===== config.mk =====
export PLATFORM = sky130hd
export DESIGN_NAME = uart_phy
export DESIGN_NICKNAME = d
export VERILOG_FILES = /design/src/uart_phy_pkg.sv /design/src/uart_phy.sv /design/src/uart_status.sv /design/src/uart_rx.sv /design/src/uart_tx.sv
export SDC_FILE = /design/constraint.sdc
export NUM_CORES = 1
export LEC_CHECK = 0
export ABC_AREA = 1
export BUFFER_PORTS_ARGS = -buffer_cell sky130_fd_sc_hd__clkbuf_2
export CAP_MARGIN = 0
export CORE_ASPECT_RATIO = 1.5
export CORE_UTILIZATION = 60
export DETAILED_ROUTE_END_ITERATION = 6
export GPL_ROUTABILITY_DRIVEN = 0
export PLACE_DENSITY = 0.82
export SYNTH_ARGS = -nofsm -noshare
export SYNTH_HDL_FRONTEND = slang
export SYNTH_SLANG_ARGS = --single-unit

===== constraint.sdc =====
create_clock -name clock -period 2.6 [get_ports clock]
set_clock_uncertainty 0.15 [all_clocks]
set_input_delay 0.52 -clock clock [delete_from_list [all_inputs] [get_ports clock]]
set_output_delay 0.52 -clock clock [all_outputs]
set_load 0.03 [all_outputs]

===== src/uart_phy_pkg.sv =====
`default_nettype none

package uart_phy_pkg;

  // Frame sequencer states
  typedef enum logic [2:0] {
    Idle   = 3'd0,  // Line high, waiting
    Start  = 3'd1,  // Start bit on the line
    Data   = 3'd2,  // Data bits, LSB first
    Parity = 3'd3,  // Optional parity bit
    Stop1  = 3'd4,  // First stop bit
    Stop2  = 3'd5   // Second stop bit on tx, line recovery on rx
  } uart_phy_fsm_t;

  // Data word
  localparam int DATA_WIDTH = 8;

  // Bit counter inside Data, all ones on the last bit
  localparam int CNT_WIDTH = 3;

  // parity_type codes
  // Bit 1 turns the parity bit on
  // Bit 0 is folded into the data parity
  localparam logic [1:0] PARITY_NONE0 = 2'd0;
  localparam logic [1:0] PARITY_NONE1 = 2'd1;
  localparam logic [1:0] PARITY_EVEN  = 2'd2;
  localparam logic [1:0] PARITY_ODD   = 2'd3;

  // Received frame counter, wraps
  localparam int COUNT_WIDTH = 8;

endpackage

`default_nettype wire

===== src/uart_phy.sv =====
`default_nettype none

module uart_phy (
  input  logic                                  clock,
  input  logic                                  reset,
  // Shared configuration
  input  logic                                  tx_en,
  input  logic [1:0]                            parity_type,
  input  logic                                  nstop,
  // Transmit side
  input  logic [uart_phy_pkg::DATA_WIDTH-1:0]   data_in,
  input  logic                                  data_valid,
  output logic                                  txd,
  output logic                                  tx_rdy,
  // Receive side
  input  logic                                  rxd,
  output logic [uart_phy_pkg::DATA_WIDTH-1:0]   rx_data,
  output logic                                  rx_valid,
  // Status
  input  logic                                  clear_status,
  output logic                                  parity_error,
  output logic                                  framing_error,
  output logic [uart_phy_pkg::COUNT_WIDTH-1:0]  frame_count
);

  logic rx_parity_err;  // Per frame, with rx_valid
  logic rx_frame_err;

  uart_tx u_tx (
    .clock       (clock),
    .reset       (reset),
    .tx_en       (tx_en),
    .parity_type (parity_type),
    .nstop       (nstop),
    .data_in     (data_in),
    .data_valid  (data_valid),
    .txd         (txd),
    .tx_rdy      (tx_rdy)
  );

  uart_rx u_rx (
    .clock         (clock),
    .reset         (reset),
    .tx_en         (tx_en),
    .parity_type   (parity_type),
    .nstop         (nstop),
    .rxd           (rxd),
    .rx_data       (rx_data),
    .rx_valid      (rx_valid),
    .rx_parity_err (rx_parity_err),
    .rx_frame_err  (rx_frame_err)
  );

  // Folds per frame results into sticky status
  uart_status u_status (
    .clock         (clock),
    .reset         (reset),
    .rx_valid      (rx_valid),
    .rx_parity_err (rx_parity_err),
    .rx_frame_err  (rx_frame_err),
    .clear_status  (clear_status),
    .parity_error  (parity_error),
    .framing_error (framing_error),
    .frame_count   (frame_count)
  );

endmodule

`default_nettype wire


===== src/uart_status.sv =====
`default_nettype none

module uart_status (
  input  logic                                  clock,
  input  logic                                  reset,
  input  logic                                  rx_valid,       // Frame done
  input  logic                                  rx_parity_err,
  input  logic                                  rx_frame_err,
  input  logic                                  clear_status,   // Beats rx_valid
  output logic                                  parity_error,   // Sticky
  output logic                                  framing_error,  // Sticky
  output logic [uart_phy_pkg::COUNT_WIDTH-1:0]  frame_count     // Wraps at 256
);

  // Sticky flags
  always_ff @(posedge clock, posedge reset) begin
    if (reset) begin
      parity_error  <= 1'b0;
      framing_error <= 1'b0;
    end else if (clear_status) begin
      parity_error  <= 1'b0;
      framing_error <= 1'b0;
    end else if (rx_valid) begin
      parity_error  <= parity_error | rx_parity_err;
      framing_error <= framing_error | rx_frame_err;
    end
  end

  // Completed frames since last clear
  always_ff @(posedge clock, posedge reset) begin
    if (reset) begin
      frame_count <= '0;
    end else if (clear_status) begin
      frame_count <= '0;
    end else if (rx_valid) begin
      frame_count <= frame_count + 1'b1;  // Natural wrap
    end
  end

endmodule

`default_nettype wire


===== src/uart_rx.sv =====
`default_nettype none

module uart_rx (
  input  logic                                 clock,
  input  logic                                 reset,
  input  logic                                 tx_en,          // Shared enable, holds rx in Idle
  input  logic [1:0]                           parity_type,
  input  logic                                 nstop,          // Not checked, see below
  input  logic                                 rxd,            // Serial line in
  output logic [uart_phy_pkg::DATA_WIDTH-1:0]  rx_data,        // Held until next frame
  output logic                                 rx_valid,       // One cycle per frame
  output logic                                 rx_parity_err,  // Valid with rx_valid
  output logic                                 rx_frame_err    // Valid with rx_valid
);

  uart_phy_pkg::uart_phy_fsm_t state, next_state;

  logic [uart_phy_pkg::DATA_WIDTH-1:0] shift_reg;  // Incoming byte
  logic [uart_phy_pkg::CNT_WIDTH-1:0]  bit_cnt;
  logic                                par_acc;     // Running XOR, seeded with odd bit
  logic                                par_bad;     // Parity bit disagreed
  logic                                has_parity;
  logic                                odd_parity;

  // Second stop bit is left to the Idle rule
  // rxd must be high before a new start is taken
  // so nstop needs no state of its own here

  // Decode of the parity setting
  always_comb begin
    has_parity = 1'b0;
    odd_parity = 1'b0;
    case (parity_type)
      uart_phy_pkg::PARITY_NONE0, uart_phy_pkg::PARITY_NONE1: begin
        has_parity = 1'b0;
      end
      uart_phy_pkg::PARITY_EVEN: begin
        has_parity = 1'b1;
      end
      uart_phy_pkg::PARITY_ODD: begin
        has_parity = 1'b1;
        odd_parity = 1'b1;
      end
    endcase
  end

  // LSB arrives first, enters at the top
  always_ff @(posedge clock) begin
    if (state == uart_phy_pkg::Data) begin
      shift_reg <= {rxd, shift_reg[uart_phy_pkg::DATA_WIDTH-1:1]};
    end
  end

  always_ff @(posedge clock, posedge reset) begin
    if (reset) begin
      bit_cnt <= '0;
      par_acc <= 1'b0;
      par_bad <= 1'b0;
    end else begin
      case (state)
        uart_phy_pkg::Idle: begin
          bit_cnt <= '0;
          par_acc <= odd_parity;
          par_bad <= 1'b0;
        end
        uart_phy_pkg::Data: begin
          bit_cnt <= bit_cnt + 1'b1;
          par_acc <= par_acc ^ rxd;
        end
        uart_phy_pkg::Parity: begin
          par_bad <= rxd ^ par_acc;  // Received vs computed
        end
        default: begin
        end
      endcase
    end
  end

  // Results land on the stop sample
  always_ff @(posedge clock, posedge reset) begin
    if (reset) begin
      rx_data       <= '0;
      rx_valid      <= 1'b0;
      rx_parity_err <= 1'b0;
      rx_frame_err  <= 1'b0;
    end else begin
      rx_valid <= 1'b0;
      if (state == uart_phy_pkg::Stop1) begin
        rx_data       <= shift_reg;
        rx_valid      <= 1'b1;
        rx_parity_err <= par_bad;
        rx_frame_err  <= ~rxd;  // Stop bit must be 1
      end
    end
  end

  always_ff @(posedge clock, posedge reset) begin
    if (reset) begin
      state <= uart_phy_pkg::Idle;
    end else begin
      state <= next_state;
    end
  end

  always_comb begin
    next_state = state;
    case (state)
      uart_phy_pkg::Idle: begin
        if (tx_en && !rxd) begin
          next_state = uart_phy_pkg::Data;  // Start bit sampled here
        end
      end
      uart_phy_pkg::Data: begin
        if (&bit_cnt) begin
          next_state = has_parity ? uart_phy_pkg::Parity : uart_phy_pkg::Stop1;
        end
      end
      uart_phy_pkg::Parity: begin
        next_state = uart_phy_pkg::Stop1;
      end
      uart_phy_pkg::Stop1: begin
        // Low stop bit, wait for the line to recover
        next_state = rxd ? uart_phy_pkg::Idle : uart_phy_pkg::Stop2;
      end
      uart_phy_pkg::Stop2: begin
        if (rxd) begin
          next_state = uart_phy_pkg::Idle;
        end
      end
      default: begin
        next_state = uart_phy_pkg::Idle;  // Start and unused codes
      end
    endcase
  end

endmodule

`default_nettype wire


===== src/uart_tx.sv =====
`default_nettype none

module uart_tx (
  input  logic                                 clock,
  input  logic                                 reset,
  input  logic                                 tx_en,        // Transmitter enable
  input  logic [1:0]                           parity_type,  // Bit 1 on, bit 0 odd
  input  logic                                 nstop,        // Two stop bits when set
  input  logic [uart_phy_pkg::DATA_WIDTH-1:0]  data_in,
  input  logic                                 data_valid,   // Level, data_in holds a byte
  output logic                                 txd,          // Serial line
  output logic                                 tx_rdy        // High only in Idle
);

  uart_phy_pkg::uart_phy_fsm_t state, next_state;

  logic [uart_phy_pkg::DATA_WIDTH-1:0] data_reg;  // Outgoing byte, shifts right
  logic                                tx_parity;  // Parity bit for this frame
  logic [uart_phy_pkg::CNT_WIDTH-1:0]  data_cnt;   // Position inside Data
  logic                                accept;

  // Byte taken only from Idle
  assign accept = (state == uart_phy_pkg::Idle) && tx_en && data_valid;

  // Parallel to serial
  always_ff @(posedge clock) begin
    if (accept) begin
      data_reg <= data_in;
    end else if (state == uart_phy_pkg::Data) begin
      data_reg <= {1'b0, data_reg[uart_phy_pkg::DATA_WIDTH-1:1]};  // Next bit into [0]
    end
  end

  // Whole byte still in place during Start
  always_ff @(posedge clock) begin
    if (state == uart_phy_pkg::Start) begin
      tx_parity <= (^data_reg) ^ parity_type[0];
    end
  end

  // Counts the eight data bits
  always_ff @(posedge clock, posedge reset) begin
    if (reset) begin
      data_cnt <= '0;
    end else if (state == uart_phy_pkg::Start) begin
      data_cnt <= '0;
    end else if (state == uart_phy_pkg::Data) begin
      data_cnt <= data_cnt + 1'b1;
    end
  end

  always_ff @(posedge clock, posedge reset) begin
    if (reset) begin
      state <= uart_phy_pkg::Idle;
    end else begin
      state <= next_state;
    end
  end

  // Line value and sequencing per state
  always_comb begin
    txd        = 1'b1;  // Line idles high
    tx_rdy     = 1'b0;
    next_state = state;
    case (state)
      uart_phy_pkg::Idle: begin
        tx_rdy = 1'b1;
        if (accept) begin
          next_state = uart_phy_pkg::Start;
        end
      end
      uart_phy_pkg::Start: begin
        txd        = 1'b0;
        next_state = uart_phy_pkg::Data;
      end
      uart_phy_pkg::Data: begin
        txd = data_reg[0];  // LSB first
        if (&data_cnt) begin
          // Eighth bit out
          next_state = parity_type[1] ? uart_phy_pkg::Parity : uart_phy_pkg::Stop1;
        end
      end
      uart_phy_pkg::Parity: begin
        txd        = tx_parity;
        next_state = uart_phy_pkg::Stop1;
      end
      uart_phy_pkg::Stop1: begin
        next_state = nstop ? uart_phy_pkg::Stop2 : uart_phy_pkg::Idle;
      end
      uart_phy_pkg::Stop2: begin
        next_state = uart_phy_pkg::Idle;
      end
      default: begin
        next_state = uart_phy_pkg::Idle;  // Unused encodings
      end
    endcase
  end

endmodule

`default_nettype wire


==> reports/qor.yml, run 1 <==
period_share_pct: 78.09
drt-vias-per-instance: 5.177
diodes: 0
cp_common_cell: "nand2_1"
rows: 28
seq_area_frac_synth_pct: 56.88
seq_area_um2: 1386
cpLargestDelayFamily: "flip-flops"
synth_nets: 289
tns_ns: 0
first_iter_violations: 46
worstRegToRegCells: 3
grt_pass1_vias: 1719
tightest_slew_ns: 0.4392
synthTopCellsByArea: "dfrtp_1 36%, edfxtp_1 21%, nand2_1 12%, inv_1 4.9%, nor2_1 4.3%"
setup_violations: 0
path_max_fanout: 3
max_slew_margin_pct: 70.72
status: "complete, no violations"
wire_per_inst_um: 11.88
synth_area_leader_cell: "dfrtp_1"
syn-instance-count: 267
fin_nets: 332
drc: 0
post_cts_buffers: 0
grt_max_degree: 36
synth_top_flop_cell: "dfrtp_1"
rr_startpoint: "u_tx.state[0]"
critPathCaptureType: "primary output"
overflow: 0
drive_above_1_share_pct: 20.26
io_pins: 38
die_h_um: 80.06
post_cts_resized: 0
cts.sinks: 52
cts_root_buf: "clkbuf_8"
avgSynthCellArea_um2: 9.129
initial_core_util_pct: 62.12
path_cells: "inv_1 > nand2_1 > nor2_1 > nand2_1 > nand2_1 > clkbuf_2"
hpwlAfterDp_um: 3098
die_area_um2: 4326
synth_top_area_share_pct: 35.93
hold_buffers: 0
cts_tree: "yes"
ant_nets: 0
clock.fmax_mhz: 492.5
htreeDepth: 2
drtPass1Iterations: 4
pre_cts_ws_ns: 0.7887
die_w_um: 54.04
ys_ff_latch: 52
multi_input_area_um2: 899.6
path_buf_inv: 2
critPathLaunchType: "register"
synth_edf_count: 17
critical_path_arrival_ns: 1.36
grt_usage_pct: 23.10
grt_pass1_wl_um: 7141
synth-async-reset-ratio_pct: 67.31
cp.depth: 6
cts_buffers: 5
hold_viol_final: 0
fillers: 318
ys_warn_count: 0
power_per_cell_area_nw_per_um2: 1152
yosysMostFrequentCell: "nand2_1"
syn2layout_area_growth_pct: 14.27
startpoint: "u_tx.state[2]"
fp.coreArea_um2: 3924
clk_latency_ns: 0.31
ir_drop_mv: 0.9493
antenna_found_initial: 0
final_util_pct: 70.98
path_clk_slew_ns: 0.10
required_ns: 1.93
finalCriticalPeriod_ns: 2.030
yosysUniqueCellTypes: 31
hold_path.class: "primary input to asynchronous set/reset pin"
r2r_end: "u_tx.data_reg[0]"
synthTopCellsByCount: "79 x nand2_1, 35 x dfrtp_1, 32 x inv_1"
max_stage_delay_ns: 0.42
power_leakage_nw: 1.408
vias: 1843
path_class: "register to primary output"
portBuffers: 37
cts_max_path_buffers: 2
setup_ws_ns: 0.5695
rsz0062_at_grt: "no"
finalWirelength_um: 4231
r2r_setup_slack_ns: 0.80
crit_end: "txd"
cap_violations: 0
syn_area_um2: 2437
slew_violations: 0
critical-path-slowest-cell: "dfrtp_1"
[metal layers]
layer	up-vias	wire length (µm)	GRT usage, %
li1	942	-	-
met1	858	1793	26.84
met2	37	2239	40.25
met3	6	132	4.545
met4	0	66	8.974
met5	-	0	0
[placed cells by master (no fill, tap or decap), types with 2 or more instances in the layout]
master,n
inv_1,32
a21oi_2,6
a22o_1,2
o21ai_1,4
nor2_4,2
nand2_2,2
clkbuf_8,5
nor2_1,28
nand3_1,14
nand2_1,79
dfrtp_1,35
xnor2_1,3
buf_4,2
o21ai_0,11
clkbuf_2,37
nor3_1,4
ha_1,5
a21oi_1,7
nand3b_1,2
edfxtp_1,17
[stage by stage]
stage	power [mW]	hold WS (ns)	cells	instance area [µm²]
2_1_floorplan	2.380	0.2756	267	2437
3_3_place_gp	2.620	0.2793	348	2670
3_5_place_dp	2.669	0.2827	348	2670
4_1_cts	3.229	0.1368	356	2785
5_1_grt	3.472	0.1610	356	2785
6_report	3.207	0.1238	356	2785
[worst register-to-register path: stages (launching register included)]
cell and delay (ns):
dfrtp_1 0.46, nor3_4 0.29, nand3_4 0.25, nand2_1 0.33
[final cells by class]
cell class | instances | area share, %
clock inverters | 3 | 1.662
multi-input cells | 178 | 32.30
flip-flops and latches | 52 | 49.78
well taps | 45 | 2.022
clock buffers | 5 | 2.471
inverters | 34 | 4.582
repair buffers | 39 | 7.188
[how the worst min path moves through the flow]
stage	cells after the start	endpoint	from	slack (ns)
final	3	u_status.frame_count[7]	reset	0.12
after global routing	3	u_status.frame_count[7]	reset	0.16
after CTS	3	u_status.frame_count[7]	reset	0.14
after detailed placement	0	u_rx.shift_reg[6]	u_rx.shift_reg[7]	0.28
after global placement	2	u_rx.rx_data[0]	u_rx.shift_reg[0]	0.28
after floorplan	2	u_rx.rx_data[0]	u_rx.shift_reg[0]	0.28
[where the power goes]
part           switching, mW  internal [mW]
clock                  0.275          0.290
sequential             0.222           1.24
combinational          0.781          0.404
total                   1.28           1.93
[cell families after synthesis]
group	count (synthesis)	share of synthesized area, %
simple gates	136	24.64
buf+inv	37	6.211
flops	52	56.88
compound gates	34	8.625
xor+xnor	3	1.078
fa+ha+maj	5	2.567
(Power assumes the default switching activity.)
==> run 2, diff against run 1 <==
--- a/config.mk
+++ b/config.mk
@@ -9,10 +9,10 @@
 export BUFFER_PORTS_ARGS = -buffer_cell sky130_fd_sc_hd__clkbuf_2
 export CAP_MARGIN = 0
 export CORE_ASPECT_RATIO = 1.5
-export CORE_UTILIZATION = 60
+export CORE_UTILIZATION = 56
 export DETAILED_ROUTE_END_ITERATION = 6
 export GPL_ROUTABILITY_DRIVEN = 0
-export PLACE_DENSITY = 0.82
+export PLACE_DENSITY = 0.77
 export SYNTH_ARGS = -nofsm -noshare
 export SYNTH_HDL_FRONTEND = slang
 export SYNTH_SLANG_ARGS = --single-unit
==> constraint.sdc (replaced) <==
create_clock -name clock -period 2 [get_ports clock]
set_clock_uncertainty 0.15 [all_clocks]
set_input_delay 0.4 -clock clock [delete_from_list [all_inputs] [get_ports clock]]
set_output_delay 0.4 -clock clock [all_outputs]
set_load 0.03 [all_outputs]
==> run 2 against run 1 <==
Against the previous run: register-to-register slack worse by 0.41 ns; largest power group unchanged; non-clock buffer count is 1 higher; largest cell class unchanged; critical path depth stayed put; critical endpoint unchanged; count of clock-buffer cells in the layout did not move; total power is 27% higher; utilization decreased by 5.0 points.
==> reports/qor.yml, run 2 (synthesis results as in run 1) <==
finalWirelength_um: 4173
hold_viol_final: 0
grt_usage_pct: 20.14
post_cts_buffers: 0
path_max_fanout: 3
drive_above_1_share_pct: 21.15
drt-vias-per-instance: 5.162
setup_violations: 0
wl_met1_um: 1659
pre_cts_ws_ns: 0.3512
diodes: 0
first_iter_violations: 53
dpl_cell_area_um2: 2679
period_share_pct: 93.57
dr_wl_met2_um: 2333
seq_area_um2: 1388
critPathLaunchType: "register"
die_h_um: 82.80
antenna_found_initial: 0
drtPass1Iterations: 4
hpwlAfterDp_um: 3203
clk_latency_ns: 0.30
met3_length_um: 134
cts_max_path_buffers: 2
io_pins: 38
path_class: "register to primary output"
drc: 0
htreeDepth: 2
vias: 1848
path_clk_slew_ns: 0.10
hold_path.class: "primary input to asynchronous set/reset pin"
initial_core_util_pct: 57.91
cts.sinks: 52
grt_pass1_vias: 1784
die_w_um: 55.87
critical_path_arrival_ns: 1.32
cts_buffers: 5
status: "complete, no violations"
slew_violations: 0
fillers: 361
final_cell_mix: "79 x nand2_1, 36 x clkbuf_2, 34 x dfrtp_1"
portBuffers: 37
power_per_cell_area_nw_per_um2: 1470
ir_drop_mv: 0.9640
power_leakage_nw: 1.406
die_area_um2: 4626
cts_root_buf: "clkbuf_8"
required_ns: 1.45
fin_nets: 333
grt_pass1_wl_um: 7403
clock.fmax_mhz: 534.4
finalCriticalPeriod_ns: 1.871
cap_violations: 0
fp.coreArea_um2: 4209
overflow: 0
max_slew_margin_pct: 70.55
ant_nets: 0
layout_commonest_cell: "nand2_1"
setup_ws_ns: 0.1286
fin_area_um2: 2778
wire_per_inst_um: 11.66
top_layer: "met4"
cts_tree: "yes"
grt_max_degree: 36
rows: 29
tightest_slew_ns: 0.4417
syn2layout_area_growth_pct: 13.96
critPathCaptureType: "primary output"
multi_input_area_um2: 902.1
## run 2: power by group
group | internal (mW) | switching [mW]
combinational | 0.539 | 1.03
sequential | 1.61 | 0.289
clock | 0.257 | 0.365
## run 2: per-layer routing
layer | track usage [%] | vias up
li1 | - | 950
met1 | 23.20 | 856
met2 | 37.02 | 38
met3 | 4.206 | 4
met4 | 5.987 | 0
met5 | 0 | -
## run 2: timing repair
item / CTS / global route
endpoints found under the setup margin: 0 / 1
resized for setup: 0 / 4
hold buffers: 0 / 0
## run 2: path summary, 6_finish.rpt
check | start | to | slack [ns] | depth (start not counted)
setup / recovery | u_tx.state[2] | txd | 0.13 | 6
hold / removal | reset | u_tx.data_cnt[2] | 0.002 | 3
setup reg to reg | u_tx.state[0] | u_tx.data_reg[6] | 0.39 | 5
hold reg to reg | u_rx.shift_reg[3] | u_rx.shift_reg[2] | 0.31 | 0
max in group asynchronous | reset | u_tx.state[0] | 1.34 | 3
min in group clock | clear_status | u_status.framing_error | 0.16 | 2
## run 2: metrics by stage
step | setup TNS, ns | cells | hold WS (ns) | power (mW) | util (%)
floorplan | 0 | 267 | 0.2756 | 3.094 | -
global placement | 0 | 350 | 0.2811 | 3.424 | 63.64
detailed placement | 0 | 350 | 0.2839 | 3.490 | 63.64
CTS | 0 | 358 | 0.02714 | 4.109 | 65.84
global route | -0.006456 | 358 | 0.05474 | 4.410 | 65.99
finish | 0 | 358 | 0.002268 | 4.084 | 65.99
## run 2: worst max-delay path, stage by stage, from the launching register on
cell      delay (ns)
dfrtp_1         0.42
inv_1           0.09
nand2_1         0.09
nor2_2          0.11
nand2_1         0.06
nand2_1         0.06
clkbuf_4        0.18
## run 2: layout make-up
cell class,instances,area share (%)
sequential,52,49.95
multi-input combinational,178,32.48
timing repair buffer,40,7.568
inverter,34,4.595
clock buffer,5,2.477
tap,46,2.072
clock inverter,3,0.8559
==> run 3, diff against run 2 <==
--- a/config.mk
+++ b/config.mk
@@ -12,6 +12,7 @@
 export CORE_UTILIZATION = 56
 export DETAILED_ROUTE_END_ITERATION = 6
 export GPL_ROUTABILITY_DRIVEN = 0
+export MAX_ROUTING_LAYER = met4
 export PLACE_DENSITY = 0.77
 export SYNTH_ARGS = -nofsm -noshare
 export SYNTH_HDL_FRONTEND = slang
==> run 3 against run 2 <==
Against the previous run: non-clock buffer count did not move; critical path depth unchanged; via count is 0.49% higher; clock power is essentially flat; die area unchanged; total power is 0.14% higher; worst hold slack improved by 0.0062 ns; register-to-register slack is essentially flat; cell area did not move; first-iteration DRC count shrank 1.9%; wire length increased by 1.2%; global-route usage grew 0.47 points.
==> reports/qor.yml, run 3 (synthesis results as in run 1) <==
status: "complete, no violations"
critPathLaunchType: "register"
cts_tree: "yes"
fin_nets: 333
max_slew_margin_pct: 69.23
worstRegToRegCells: 5
io_pins: 38
diodes: 0
rows: 29
final_cell_mix: "79 x nand2_1, 36 x clkbuf_2, 34 x dfrtp_1"
fin_cells: 358
initial_core_util_pct: 57.91
period_share_pct: 93.65
r2r_end: "u_tx.data_reg[6]"
drc: 0
drt-vias-per-instance: 5.187
setup_violations: 0
post_cts_buffers: 0
timing.hold.ws_ns: 0.008509
swShare_pct: 41.25
hold_buffers: 0
grt_usage_pct: 20.61
power_per_cell_area_nw_per_um2: 1472
cap_violations: 0
slew_violations: 0
grt_max_degree: 36
syn2layout_area_growth_pct: 13.96
p_sw_mw: 1.687
die_w_um: 55.87
tns_ns: 0
hold_path.class: "primary input to asynchronous set/reset pin"
ant_nets: 0
die_h_um: 82.80
rr_startpoint: "u_tx.state[0]"
layout_commonest_cell: "nand2_1"
pre_cts_ws_ns: 0.3512
hold_viol_final: 0
cts.sinks: 52
cts_root_buf: "clkbuf_8"
setup_ws_ns: 0.1270
grt_pass1_vias: 1781
dp_cells: 350
combPwrFrac_pct: 38.4
clock.fmax_mhz: 533.9
wire_per_inst_um: 11.79
portBuffers: 37
fp.coreArea_um2: 4209
cts_max_path_buffers: 2
r2r_setup_slack_ns: 0.39
grt_pass1_wl_um: 7403
die_area_um2: 4626
tightest_slew_ns: 0.4615
path_max_fanout: 3
antenna_found_initial: 0
drive_above_1_share_pct: 21.15
overflow: 0
power_frac_seq_pct: 46.4
startpoint: "u_tx.state[2]"
final_util_pct: 65.99
first_iter_violations: 52
drtPass1Iterations: 4
ir_drop_mv: 0.9667
clk_latency_ns: 0.31
finalWirelength_um: 4222
path_clk_slew_ns: 0.10
path_class: "register to primary output"
vias: 1857
post_cts_resized: 0
hpwlAfterDp_um: 3203
finalCriticalPeriod_ns: 1.873
required_ns: 1.45
critPathCaptureType: "primary output"
p_int_mw: 2.403
power_leakage_nw: 1.406
cts_buffers: 5
clkPwrFrac_pct: 15.2
critical_path_arrival_ns: 1.32
htreeDepth: 2
[run 3: cell counts in the layout (fill, tap and decap cells not counted)]
No cell type changed its count.
[run 3: routing by layer]
layer	vias up	wire length, µm	track usage [%]
li1	951	-	-
met1	868	1733	23.20
met5	-	0	-
met2	32	2313	37.02
met4	0	56	5.987
met3	6	119	3.738
[run 3: metrics by stage]
step / cell area (µm²) / power, mW
final: 2778 / 4.090
after global routing: 2778 / 4.408
after CTS: 2771 / 4.109
after detailed placement: 2679 / 3.490
after global placement: 2679 / 3.424
after floorplan: 2437 / 3.094
[run 3: layout make-up]
class | instances | area, µm²
multi-input combinational | 178 | 902.1
timing repair buffer | 40 | 210.2
tap | 46 | 57.56
sequential | 52 | 1388
inverter | 34 | 127.6
clock buffer | 5 | 68.82
clock inverter | 3 | 23.77
fill | 361 | 1431
[run 3: worst max path at each step]
stage                     slack, ns  cells after the start          endpoint
after floorplan                0.09                      4  u_tx.data_reg[0]
after global placement         0.37                      5  u_tx.data_reg[3]
after detailed placement       0.35                      5  u_tx.data_reg[2]
after CTS                      0.05                      6               txd
after global routing         -0.004                      6               txd
final                          0.13                      6               txd
[run 3: power groups by stage]
stage / Sequential [mW] / Combinational [mW] / Clock (mW)
after floorplan: 2.01 / 1.08 / 0
after global placement: 1.90 / 1.52 / 0
after detailed placement: 1.92 / 1.57 / 0
after CTS: 1.90 / 1.58 / 0.636
after global routing: 1.96 / 1.77 / 0.676
final: 1.90 / 1.57 / 0.622
[run 3: worst max-delay path, cell delays in order (launching register included)]
cell	delay, ns
dfrtp_1	0.42
inv_1	0.09
nand2_1	0.09
nor2_2	0.11
nand2_1	0.06
nand2_1	0.06
clkbuf_4	0.18
